==> src/emac_pkg.sv <==
// Ethernet MAC configuration package
// Widths, register map, field positions and shared types for the
// APB register block and the MII management engine
`default_nettype none

package emac_pkg;

   //==========================================================
   // Widths and counts
   //==========================================================
   localparam int DATA_W        = 32;
   localparam int ADDR_W        = 12;
   localparam int MAC_W         = 48;
   localparam int IFG_W         = 6;
   localparam int DIV_W         = 8;
   localparam int PREAMBLE_BITS = 32;
   localparam int FRAME_BITS    = 64;
   // Bits the station drives in a read frame (preamble to reg address)
   localparam int HDR_BITS      = 46;

   // Byte address split: group | word offset | byte lane
   localparam int OFS_LSB = 2;
   localparam int OFS_W   = 4;
   localparam int GRP_LSB = OFS_LSB + OFS_W;

   //==========================================================
   // Vector types
   //==========================================================
   typedef logic [DATA_W-1:0]         apb_data_t;
   typedef logic [ADDR_W-1:0]         apb_addr_t;
   typedef logic [MAC_W-1:0]          mac_addr_t;
   typedef logic [4:0]                phy_addr_t;
   typedef logic [15:0]               mdio_data_t;
   typedef logic [DIV_W-1:0]          mdc_div_t;
   typedef logic [1:0]                speed_t;
   typedef logic [OFS_W-1:0]          reg_ofs_t;
   typedef logic [ADDR_W-GRP_LSB-1:0] reg_grp_t;

   //==========================================================
   // Address map
   //==========================================================
   localparam apb_addr_t ADDR_MAC_LO = 12'h080;
   localparam apb_addr_t ADDR_MAC_HI = 12'h084;
   localparam apb_addr_t ADDR_MODE   = 12'h088;
   localparam apb_addr_t ADDR_MCR    = 12'h0C0;
   localparam apb_addr_t ADDR_MDR    = 12'h0C4;

   // Group codes and word offsets derived from the map
   localparam reg_grp_t GRP_CFG    = ADDR_MAC_LO[ADDR_W-1:GRP_LSB];
   localparam reg_grp_t GRP_MIIM   = ADDR_MCR[ADDR_W-1:GRP_LSB];
   localparam reg_ofs_t OFS_MAC_LO = ADDR_MAC_LO[GRP_LSB-1:OFS_LSB];
   localparam reg_ofs_t OFS_MAC_HI = ADDR_MAC_HI[GRP_LSB-1:OFS_LSB];
   localparam reg_ofs_t OFS_MODE   = ADDR_MODE[GRP_LSB-1:OFS_LSB];
   localparam reg_ofs_t OFS_MCR    = ADDR_MCR[GRP_LSB-1:OFS_LSB];
   localparam reg_ofs_t OFS_MDR    = ADDR_MDR[GRP_LSB-1:OFS_LSB];

   // Mode register fields
   localparam int MODE_SPEED_LSB  = 0;
   localparam int MODE_DUPLEX_BIT = 2;
   localparam int MODE_IFG_LSB    = 4;

   // Control register fields
   localparam int MCR_PHY_LSB  = 0;
   localparam int MCR_REG_LSB  = 5;
   localparam int MCR_READ_BIT = 10;
   localparam int MCR_DIV_LSB  = 11;
   localparam int MCR_DONE_BIT = 30;
   localparam int MCR_BUSY_BIT = 31;

   // Reset values
   localparam mac_addr_t          DEFAULT_MAC = 48'h0;
   localparam logic [IFG_W-1:0]   DEFAULT_IFG = 6'd12;
   localparam mdc_div_t           DEFAULT_DIV = 8'd4;

   //==========================================================
   // FSM and bundles
   //==========================================================
   typedef enum logic [1:0] {
      MIIM_IDLE,
      MIIM_SHIFT,
      MIIM_DONE
   } miim_state_t;

   // Link configuration for the datapath, 57 bits
   typedef struct packed {
      mac_addr_t        mac_addr;
      speed_t           speed;
      logic             duplex;
      logic [IFG_W-1:0] ifg;
   } cfg_t;

   // Register access from the APB slave, 38 bits
   typedef struct packed {
      reg_ofs_t  offset;
      logic      wr;
      logic      rd;
      apb_data_t wdata;
   } reg_bus_t;

endpackage

`default_nettype wire

==> src/emac.sv <==
// Ethernet MAC configuration top
// APB slave feeding the link configuration registers and the MDIO engine
`timescale 1ns/1ps
`default_nettype none

module emac
   import emac_pkg::*;
(
   input  logic      pclk,
   input  logic      presetn_sync,
   // APB
   input  logic      psel,
   input  logic      penable,
   input  logic      pwrite,
   input  apb_addr_t paddr,
   input  apb_data_t pwdata,
   output apb_data_t prdata,
   output logic      pready,
   output logic      pslverr,
   // Link configuration to the datapath
   output cfg_t      cfg,
   // MII management
   output logic      mdc,
   output logic      mdo,
   output logic      mdo_en,
   input  logic      mdi,
   output logic      irq
);

   reg_bus_t  bus;
   logic      cfg_sel;
   logic      miim_sel;
   apb_data_t cfg_rdata;
   apb_data_t miim_rdata;

   //==========================================================
   // APB front end
   //==========================================================
   emac_apb_slave u_apb
   (
      .pclk         ( pclk         ),
      .presetn_sync ( presetn_sync ),
      .psel         ( psel         ),
      .penable      ( penable      ),
      .pwrite       ( pwrite       ),
      .paddr        ( paddr        ),
      .pwdata       ( pwdata       ),
      .prdata       ( prdata       ),
      .pready       ( pready       ),
      .pslverr      ( pslverr      ),
      .bus          ( bus          ),
      .cfg_sel      ( cfg_sel      ),
      .miim_sel     ( miim_sel     ),
      .cfg_rdata    ( cfg_rdata    ),
      .miim_rdata   ( miim_rdata   )
   );

   // Link mode and station address
   emac_cfg_regs u_cfg
   (
      .pclk         ( pclk         ),
      .presetn_sync ( presetn_sync ),
      .sel          ( cfg_sel      ),
      .bus          ( bus          ),
      .rdata        ( cfg_rdata    ),
      .cfg          ( cfg          )
   );

   // MDIO frames
   emac_miim u_miim
   (
      .pclk         ( pclk         ),
      .presetn_sync ( presetn_sync ),
      .sel          ( miim_sel     ),
      .bus          ( bus          ),
      .mdi          ( mdi          ),
      .rdata        ( miim_rdata   ),
      .mdc          ( mdc          ),
      .mdo          ( mdo          ),
      .mdo_en       ( mdo_en       ),
      .irq          ( irq          )
   );

endmodule

`default_nettype wire

==> src/emac_apb_slave.sv <==
// APB slave of the Ethernet MAC register block
// Zero wait states; decodes the cfg and MIIM groups, muxes read data
// and flags unmapped or misaligned accesses with pslverr
`timescale 1ns/1ps
`default_nettype none

module emac_apb_slave
   import emac_pkg::*;
(
   input  logic      pclk,
   input  logic      presetn_sync,
   // APB
   input  logic      psel,
   input  logic      penable,
   input  logic      pwrite,
   input  apb_addr_t paddr,
   input  apb_data_t pwdata,
   output apb_data_t prdata,
   output logic      pready,
   output logic      pslverr,
   // Register groups
   output reg_bus_t  bus,
   output logic      cfg_sel,
   output logic      miim_sel,
   input  apb_data_t cfg_rdata,
   input  apb_data_t miim_rdata
);

   logic     access_q;
   logic     access;
   logic     cfg_hit;
   logic     miim_hit;
   logic     mapped;
   reg_ofs_t ofs;

   //==========================================================
   // Phase tracking
   //==========================================================
   // Set by the setup phase, so access is true for one cycle only
   always_ff @(posedge pclk or negedge presetn_sync)
   begin
      if (!presetn_sync)
         access_q <= 1'b0;
      else
         access_q <= psel & ~penable;
   end

   assign access = psel & penable & access_q;

   //==========================================================
   // Address decode
   //==========================================================
   assign ofs      = paddr[GRP_LSB-1:OFS_LSB];
   assign cfg_sel  = (paddr[ADDR_W-1:GRP_LSB] == GRP_CFG);
   assign miim_sel = (paddr[ADDR_W-1:GRP_LSB] == GRP_MIIM);

   // Unused offsets inside a group count as unmapped
   assign cfg_hit  = cfg_sel & (ofs inside {OFS_MAC_LO, OFS_MAC_HI, OFS_MODE});
   assign miim_hit = miim_sel & (ofs inside {OFS_MCR, OFS_MDR});
   assign mapped   = (paddr[OFS_LSB-1:0] == '0) & (cfg_hit | miim_hit);

   // Strobes only for mapped registers
   always_comb
   begin
      bus.offset = ofs;
      bus.wr     = access & pwrite & mapped;
      bus.rd     = access & ~pwrite & mapped;
      bus.wdata  = pwdata;
   end

   //==========================================================
   // Response
   //==========================================================
   assign pready  = 1'b1;
   assign pslverr = access & ~mapped;

   // Zero outside a mapped read
   always_comb
   begin
      if (bus.rd)
         prdata = cfg_sel ? cfg_rdata : miim_rdata;
      else
         prdata = '0;
   end

endmodule

`default_nettype wire

==> src/emac_cfg_regs.sv <==
// Ethernet MAC configuration registers
// Station address and link mode, exported as one struct to the datapath
`timescale 1ns/1ps
`default_nettype none

module emac_cfg_regs
   import emac_pkg::*;
(
   input  logic      pclk,
   input  logic      presetn_sync,
   input  logic      sel,
   input  reg_bus_t  bus,
   output apb_data_t rdata,
   output cfg_t      cfg
);

   //==========================================================
   // Register writes
   //==========================================================
   always_ff @(posedge pclk or negedge presetn_sync)
   begin
      if (!presetn_sync)
      begin
         cfg <= '{mac_addr: DEFAULT_MAC,
                  speed:    '0,
                  duplex:   1'b0,
                  ifg:      DEFAULT_IFG};
      end
      else if (sel && bus.wr)
      begin
         case (bus.offset)
            // Low word of the MAC address
            OFS_MAC_LO:
               cfg.mac_addr[DATA_W-1:0] <= bus.wdata;
            // Upper 16 bits sit in the low half
            OFS_MAC_HI:
               cfg.mac_addr[MAC_W-1:DATA_W] <= bus.wdata[MAC_W-DATA_W-1:0];
            OFS_MODE:
            begin
               cfg.speed  <= bus.wdata[MODE_SPEED_LSB +: $bits(speed_t)];
               cfg.duplex <= bus.wdata[MODE_DUPLEX_BIT];
               cfg.ifg    <= bus.wdata[MODE_IFG_LSB +: IFG_W];
            end
            default:
               ;
         endcase
      end
   end

   //==========================================================
   // Read-back
   //==========================================================
   // Fields in their register positions, rest zero
   always_comb
   begin
      rdata = '0;
      case (bus.offset)
         OFS_MAC_LO:
            rdata = cfg.mac_addr[DATA_W-1:0];
         OFS_MAC_HI:
            rdata[MAC_W-DATA_W-1:0] = cfg.mac_addr[MAC_W-1:DATA_W];
         OFS_MODE:
         begin
            rdata[MODE_SPEED_LSB +: $bits(speed_t)] = cfg.speed;
            rdata[MODE_DUPLEX_BIT]                  = cfg.duplex;
            rdata[MODE_IFG_LSB +: IFG_W]            = cfg.ifg;
         end
         default:
            rdata = '0;
      endcase
   end

endmodule

`default_nettype wire

==> src/emac_miim.sv <==
// MII management engine (IEEE 802.3 clause 22)
// Control and data registers, mdc divider and a 64-bit frame shifter;
// one frame per control write, irq level on completion
`timescale 1ns/1ps
`default_nettype none

module emac_miim
   import emac_pkg::*;
(
   input  logic      pclk,
   input  logic      presetn_sync,
   input  logic      sel,
   input  reg_bus_t  bus,
   input  logic      mdi,
   output apb_data_t rdata,
   output logic      mdc,
   output logic      mdo,
   output logic      mdo_en,
   output logic      irq
);

   miim_state_t           state;
   phy_addr_t             phy_addr;
   phy_addr_t             reg_addr;
   logic                  rd_op;
   mdc_div_t              div;
   mdc_div_t              div_cnt;
   logic                  mdc_q;
   logic [5:0]            bit_cnt;
   logic [FRAME_BITS-1:0] shift;
   logic [FRAME_BITS-1:0] frame;
   mdio_data_t            mdr;
   logic                  busy;
   logic                  done;
   logic                  mcr_wr;
   logic                  mdr_wr;
   logic                  start;
   logic                  tick;
   logic                  mdc_rise;
   logic                  mdc_fall;
   logic                  data_phase;

   //==========================================================
   // Register strobes and status
   //==========================================================
   assign mcr_wr = sel & bus.wr & (bus.offset == OFS_MCR);
   assign mdr_wr = sel & bus.wr & (bus.offset == OFS_MDR);
   assign busy   = (state == MIIM_SHIFT);
   assign done   = (state == MIIM_DONE);
   // Writes while busy are dropped
   assign start  = mcr_wr & ~busy;

   // Half-period tick of mdc
   assign tick     = busy & (div_cnt == div);
   assign mdc_rise = tick & ~mdc_q;
   assign mdc_fall = tick & mdc_q;
   // Last 16 bits carry the PHY data on a read
   assign data_phase = (bit_cnt >= 6'(HDR_BITS + 2));

   // Frame image from the command being written
   always_comb
   begin
      if (bus.wdata[MCR_READ_BIT])
         frame = {{PREAMBLE_BITS{1'b1}}, 2'b01, 2'b10,
                  bus.wdata[MCR_PHY_LSB +: $bits(phy_addr_t)],
                  bus.wdata[MCR_REG_LSB +: $bits(phy_addr_t)],
                  2'b11, 16'hffff};
      else
         frame = {{PREAMBLE_BITS{1'b1}}, 2'b01, 2'b01,
                  bus.wdata[MCR_PHY_LSB +: $bits(phy_addr_t)],
                  bus.wdata[MCR_REG_LSB +: $bits(phy_addr_t)],
                  2'b10, mdr};
   end

   //==========================================================
   // Frame FSM and mdc divider
   //==========================================================
   always_ff @(posedge pclk or negedge presetn_sync)
   begin
      if (!presetn_sync)
      begin
         state    <= MIIM_IDLE;
         phy_addr <= '0;
         reg_addr <= '0;
         rd_op    <= 1'b0;
         div      <= DEFAULT_DIV;
         div_cnt  <= '0;
         mdc_q    <= 1'b0;
         bit_cnt  <= '0;
      end
      else
      begin
         case (state)
            MIIM_IDLE, MIIM_DONE:
            begin
               // Leaving DONE clears the irq level
               if (start)
               begin
                  state    <= MIIM_SHIFT;
                  phy_addr <= bus.wdata[MCR_PHY_LSB +: $bits(phy_addr_t)];
                  reg_addr <= bus.wdata[MCR_REG_LSB +: $bits(phy_addr_t)];
                  rd_op    <= bus.wdata[MCR_READ_BIT];
                  div      <= bus.wdata[MCR_DIV_LSB +: DIV_W];
                  div_cnt  <= '0;
                  mdc_q    <= 1'b0;
                  bit_cnt  <= '0;
               end
            end
            MIIM_SHIFT:
            begin
               if (tick)
               begin
                  div_cnt <= '0;
                  mdc_q   <= ~mdc_q;
                  // Falling edge closes a bit period
                  if (mdc_q)
                  begin
                     bit_cnt <= bit_cnt + 6'd1;
                     if (bit_cnt == 6'(FRAME_BITS - 1))
                        state <= MIIM_DONE;
                  end
               end
               else
                  div_cnt <= div_cnt + 1'b1;
            end
            default:
               state <= MIIM_IDLE;
         endcase
      end
   end

   // Next bit presented after each falling edge
   always_ff @(posedge pclk)
   begin
      if (start)
         shift <= frame;
      else if (mdc_fall)
         shift <= {shift[FRAME_BITS-2:0], 1'b1};
   end

   // Data register: software write or mdi sampled on rising mdc
   always_ff @(posedge pclk or negedge presetn_sync)
   begin
      if (!presetn_sync)
         mdr <= '0;
      else if (mdr_wr && !busy)
         mdr <= bus.wdata[$bits(mdio_data_t)-1:0];
      else if (mdc_rise && rd_op && data_phase)
         mdr <= {mdr[$bits(mdio_data_t)-2:0], mdi};
   end

   //==========================================================
   // Outputs
   //==========================================================
   assign mdc    = mdc_q;
   assign mdo    = busy ? shift[FRAME_BITS-1] : 1'b1;
   // Bus released for turnaround and data of a read
   assign mdo_en = busy & (~rd_op | (bit_cnt < 6'(HDR_BITS)));
   assign irq    = done;

   always_comb
   begin
      rdata = '0;
      case (bus.offset)
         OFS_MCR:
         begin
            rdata[MCR_PHY_LSB +: $bits(phy_addr_t)] = phy_addr;
            rdata[MCR_REG_LSB +: $bits(phy_addr_t)] = reg_addr;
            rdata[MCR_READ_BIT]                     = rd_op;
            rdata[MCR_DIV_LSB +: DIV_W]             = div;
            rdata[MCR_DONE_BIT]                     = done;
            rdata[MCR_BUSY_BIT]                     = busy;
         end
         OFS_MDR:
            rdata[$bits(mdio_data_t)-1:0] = mdr;
         default:
            rdata = '0;
      endcase
   end

endmodule

`default_nettype wire

==> config.mk <==
export PLATFORM = sky130hd
export DESIGN_NAME = emac
export DESIGN_NICKNAME = d
export VERILOG_FILES = /design/src/emac_pkg.sv /design/src/emac.sv /design/src/emac_apb_slave.sv /design/src/emac_cfg_regs.sv /design/src/emac_miim.sv
export SDC_FILE = /design/constraint.sdc
export NUM_CORES = 1
export LEC_CHECK = 0
export BUFFER_PORTS_ARGS = -buffer_cell sky130_fd_sc_hd__buf_2
export CORE_MARGIN = 5
export CORE_UTILIZATION = 40
export DETAILED_ROUTE_END_ITERATION = 10
export MAX_ROUTING_LAYER = met4
export PLACE_DENSITY = 0.68
export SYNTH_ARGS = -nofsm -noshare
export SYNTH_HDL_FRONTEND = slang
export SYNTH_SLANG_ARGS = --single-unit
==> constraint.sdc <==
create_clock -name pclk -period 3.3 [get_ports pclk]
set_input_delay 0.66 -clock pclk [delete_from_list [all_inputs] [get_ports pclk]]
set_output_delay 0.66 -clock pclk [all_outputs]
set_load 0.05 [all_outputs]
==> metrics.txt, run 1 <==
status complete, no violations; Iter 0 DRT Violations between 400 and 500; RePlAce Congestion approximately 0.8; final period utilization 0.986; CTS tree done; Pwr Density roughly 510 mW/mm2; Post-synth EDFFs 64; Max VDD drop 451 uV; post-route DRC violation count 0; Tmin final roughly 3300 ps; Pleak about 4.6 nW; DR pass1 iterations 4; Vias around 5800; Post-synth ARST share 0.632; Top delay family on crit path simple AND/OR/NAND/NOR gates; CP max stage delay just over 500 ps; initial antenna violation count 0; Worst-Skew Late Latency 430 ps; critical path peak fanout 8; largest net degree at the start of global routing 66; deepest clock path buffer count 2; Setup crit end kind output port; Nets 883; total CTS buffers 17; Post-Syn Instances slightly below 700; Syn-to-layout area delta 21.8%; Net Count, Synth 733; Detail Route Antenna Nets 0; GRT overflow 0; Hold Crit Class in -> async; Worst-path clk slew roughly 70 ps; # rows 52; Yosys cell types 55; Core ar. approximately 0.020 mm2; Worst Path Required 2640 ps; clock sinks 174; worst hold slack between 200 and 300 ps; startpoint types input port; fin. max-slew vios 0; Synth warnings 0; Final Setup Violations 0; Worst Tran Pin Value between 700 and 800 ps; global-route wire length before repair ~32000 um; Port-buffer cells ~140; Final Hold Viols 0; post-CTS setup buffer count 0; synthesized area per cell 12.1 um2; Max Clock Skew around 15 ps; Slew headroom 0.492; vias in the first global route slightly below 6000; Clock Tree Root clkbuf_16; number of synthesized register bits around 170; Cell Area, Synth a little over 0.008 mm2; Buf/Inv on CP 3; routed wire length approximately 19000 um; gr usage total 0.174; synth cell count leaders dfrtp_1, nand2_1, mux2_2; DPL Wire Length 13500 um; FMAX approximately 310 MHz; total power a little over 5 mW; chip height about 150 um; io pins 145; initial core utilization 0.407; Vias/cell roughly 5.2; Synth top area share 0.325; top cell type by total area after synthesis dfrtp_1; cts hold-fix bufs 0; Die ar. 0.0235 mm2; Avg WL per Cell approximately 17 um; Critical Path AT about 2600 ps; post-synthesis sequential area ratio 0.569; Crit Path Class in -> out; Primary FF master, synth dfrtp_1; fill cell total of the finished layout about 1800; Die Width approximately 150 um; Synth area leaders dfrtp_1, edfxtp_1, mux2_2; H-tree levels 4; MaxCap Viol Count 0; most frequent cell after synthesis dfrtp_1; # diodes 0; most used cell, CP buf_6; critical path's slowest cell mux4_2; cell breakdown of the critical path buf_6, or3b_4, or3_4, nor2_4, buf_12, mux4_2, nor2b_4, buf_6; layout cell share with drive strength beyond 1 0.400
## final timing paths
| path | start | slack [ps] | cells past startpoint | endpoint |
|---|---|---|---|---|
| min in group pclk | penable | 390 | 2 | u_apb.access_q$_DFF_PN0_ |
| max in group asynchronous | presetn_sync | 2310 | 2 | u_cfg.cfg[3]$_DFFE_PN1P_ |
| worst max register to register | u_miim.state[1]$_DFFE_PN0P_ | 830 | 5 | u_miim.shift[60]$_SDFFCE_PP1P_ |
| worst max-delay path | paddr[11] | 40 | 8 | prdata[12] |
| worst min register to register | u_miim.reg_addr[0]$_DFFE_PN0P_ | 460 | 2 | u_miim.reg_addr[0]$_DFFE_PN0P_ |
| worst min-delay path | presetn_sync | 250 | 1 | u_miim.div[3]$_DFFE_PN0P_ |
## area by class of cell
| type | count | area [um2] | share of cell area |
|---|---|---|---|
| Multi-Input combinational cell | 464 | 3370 | 0.336 |
| Inverter | 1 | 3.75 | 0.000375 |
| Sequential cell | 174 | 4680 | 0.467 |
| Timing Repair Buffer | 173 | 1080 | 0.108 |
| Clock inverter | 10 | 90.1 | 0.00899 |
| Tap cell | 270 | 338 | 0.0337 |
| Clock buffer | 22 | 454 | 0.0453 |
## cells in the final DEF, fill, tap and decap left out, drive strengths merged, types with 4 or more instances in the layout
master / instances
edfxtp: 64
o21ai: 7
clkbuf: 35
and2: 13
mux4: 7
nand2: 78
dfrtp: 107
a22oi: 9
mux2: 88
nor2b: 11
nor3b: 19
a31oi: 10
a21oi: 23
clkinv: 5
nor2: 55
or2: 35
xnor2: 9
nor3: 12
nand4: 5
and3: 11
a221o: 16
a21o: 4
nand2b: 6
nand3: 14
buf: 160
## power by group
part	internal (mW)	leakage, nW	switching, mW
registers	2.46	2.08	0.106
clock network	1.06	0.260	0.828
logic	0.253	2.29	0.360
total	3.77	4.63	1.29
## layer usage
layer,track usage,vias to the layer above,wire length (um)
met5,-,-,0
li1,-,2755,-
met1,0.237,2903,9060
met4,0.0559,0,400
met2,0.262,152,9050
met3,0.0376,28,930
## per-stage QoR
stage                     cells  TNS [ps]  cell area (um2)  setup slack, ps  utilization
final                      1114         0            10000             44.7        0.495
after global placement     1082         0             9360             18.0        0.463
after floorplan             681      -319             8230            -42.7            -
after CTS                  1114         0             9910             11.4        0.490
after global routing       1114     -9.85            10000            -9.85        0.495
after detailed placement   1082      -108             9360            -28.3        0.463
## what timing repair did
| action | in CTS | in global routing |
|---|---|---|
| gates cloned | 0 | 0 |
| resized for setup | 3 | 38 |
| pin swaps | 0 | 1 |
| endpoints found under the setup margin | 8 | 23 |
## kinds of logic (layout without fill, tap and decap cells)
logic type      after synthesis  after routing  share of synthesized area
mux                          98             98                      0.143
compound gates               82             82                     0.0703
fa+ha+maj                     2              2                    0.00304
flops                       174            174                      0.569
buf+inv                      43            206                     0.0272
xor+xnor                      9              9                    0.00958
other cells                   1              1                   0.000456
simple gates                272            272                      0.177
## sequential cells by signal, indices dropped and copies added (netlist names)
signal           count
u_miim.div           8
u_apb.access_q       1
u_miim.shift        64
u_miim.mdr          16
u_miim.phy_addr      5
u_miim.reg_addr      5
u_miim.bit_cnt       6
u_cfg.cfg           57
u_miim.rd_op         1
u_miim.div_cnt       8
u_miim.mdc           1
u_miim.state         2
Power figures use the tool's default switching activity.
==> run 2: changes to the inputs <==
- clock period: 3.3 -> 4.1 ns (I/O delays scaled with it)
==> run 2 against run 1 <==
- cell area is 2.0% lower
- global-route usage is 0.30 points lower
- non-clock buffer count is 14 lower
- clock skew is 2.6 ps lower
- die area stayed put
- register-to-register slack better by 670 ps
- largest power group unchanged
- final cell count is 1.3% lower
- combinational power is 22% lower
- count of clock-buffer cells in the layout is 2 higher
- worst setup slack better by 260 ps
==> metrics.txt, run 2 (same netlist as run 1, synthesis figures left out) <==
# diodes 0 (unchanged); CTS tree done; biggest regs u_miim.shift x64, u_cfg.cfg x57, u_miim.mdr x16; cts hold-fix bufs 0 (unchanged); post-CTS setup buffer count 0 (unchanged); setup tns final 0 ps (unchanged); commonest non-fill, non-tap cell in the layout buf_2; Core ar. 0.0202 mm2 (unchanged); initial antenna violation count 0 (unchanged); Layout Cells excl Fill 1100 (-1.3%); Iter 0 DRT Violations 427 (+2.6%); status complete, no violations; Hold Crit Class in -> async; post_cts resized 0 (-3); Placed Cells 1068 (-1.3%); total CTS buffers 17 (unchanged); Worst-Skew Late Latency 420 ps (about the same); Final Setup Violations 0 (unchanged); deepest clock path buffer count 2 (unchanged); Worst-path clk slew 70 ps (about the same); Setup crit end kind output port; io pins 145 (unchanged); GRT overflow 0 (unchanged); number of flip-flops in the largest register 64 (unchanged); Avg WL per Cell 17.6 um (+0.80%); Vias/cell 5.22 (-0.38%); Slew headroom 0.192 (-0.300); largest net degree at the start of global routing 78 (+18%); Max VDD drop 297 uV (-34%); Die Width 153 um (unchanged); Final Hold Viols 0 (unchanged); chip height 153 um (unchanged); Die ar. 0.0235 mm2 (unchanged); routed wire length 19300 um (-0.46%); MaxCap Viol Count 0 (unchanged); startpoint types input port; final period utilization 0.926; layout cell share with drive strength beyond 1 0.392 (-0.00891); critical path peak fanout 9 (+1); RSZ-0062 raised after global routing false; Critical Path AT 2980 ps (+380 ps); DPL Wire Length 13400 um (-1.0%); gr usage total 0.171 (-0.00300); clock sinks 174 (unchanged); Vias 5743 (-1.6%); Crit Path Class in -> out; Top reg by flops u_miim.shift; Max Clock Skew 12.4 ps (-2.58 ps); FMAX about 260 MHz; Tmin final 3800 ps; RePlAce Congestion 0.819 (+0.34%); fin. max-slew vios 0 (unchanged); Pwr Density 417 mW/mm2 (-17%); Detail Route Antenna Nets 0 (unchanged); H-tree levels 4 (unchanged); DR pass1 iterations 5 (+1); Nets 869 (-1.6%); post-route DRC violation count 0 (unchanged); initial core utilization 0.407 (unchanged); vias in the first global route 5751 (-0.28%); worst hold slack 444 ps (+190 ps); Port-buffer cells 143 (unchanged); global-route wire length before repair 31300 um (-1.0%); Clock Tree Root clkbuf_16; Syn-to-layout area delta 19.4%; Pleak 4.59 nW (-0.90%); # rows 52 (unchanged); Worst Path Required 3280 ps (+640 ps); Worst Tran Pin Value 1210 ps (+456 ps); commonest cells after routing, fill and taps aside buf_2, dfrtp_1, nand2_1
==> run 2: metrics by stage <==
step / setup WS (ps) / instance area (um2) / utilization / total power [mW]
after floorplan: 437 / 8230 / - / 2.42
after global placement: 323 / 9240 / 0.457 / 2.57
after detailed placement: 280 / 9240 / 0.457 / 2.58
after CTS: 280 / 9820 / 0.485 / 4.14
after global routing: 219 / 9820 / 0.485 / 4.29
final: 302 / 9820 / 0.485 / 4.10
==> run 2: final timing paths <==
path	from	endpoint	slack [ps]	cells past startpoint
worst max-delay path	paddr[11]	prdata[3]	300	7
worst min register to register	u_miim.reg_addr[0]$_DFFE_PN0P_	u_miim.reg_addr[0]$_DFFE_PN0P_	460	2
min in group pclk	u_miim.reg_addr[0]$_DFFE_PN0P_	u_miim.reg_addr[0]$_DFFE_PN0P_	460	2
worst max register to register	u_miim.state[1]$_DFFE_PN0P_	u_miim.mdr[13]$_DFFE_PN0P_	1500	5
worst min-delay path	presetn_sync	u_cfg.cfg[27]$_DFFE_PN0P_	440	1
max in group asynchronous	presetn_sync	u_cfg.cfg[2]$_DFFE_PN1P_	2740	2
==> run 2: per-layer routing <==
| layer | up-vias | global-route usage | wire [um] |
|---|---|---|---|
| met4 | 0 | 0.0446 | 255 |
| met1 | 2838 | 0.236 | 9060 |
| met5 | - | - | 0 |
| li1 | 2732 | - | - |
| met3 | 14 | 0.0396 | 914 |
| met2 | 159 | 0.257 | 9120 |
==> run 2: where the power goes <==
part / switching [mW] / internal, mW
registers: 0.0847 / 1.98
logic: 0.279 / 0.200
clock network: 0.651 / 0.904
total: 1.02 / 3.08
==> run 2: critical path, stage by stage <==
cell and delay [ps]:
buf_2 110, or3b_4 400, or3_4 370, nor2_4 370, mux4_2 560, nor2b_1 140, buf_2 200
==> run 2: area by class of cell <==
class	count	area, um2
fillers	1810	10400
clock buffers	24	529
clock inverters	8	51.3
inverters	1	3.75
repair buffers	159	876
multi-input cells	464	3340
well taps	270	338
flip-flops and latches	174	4680
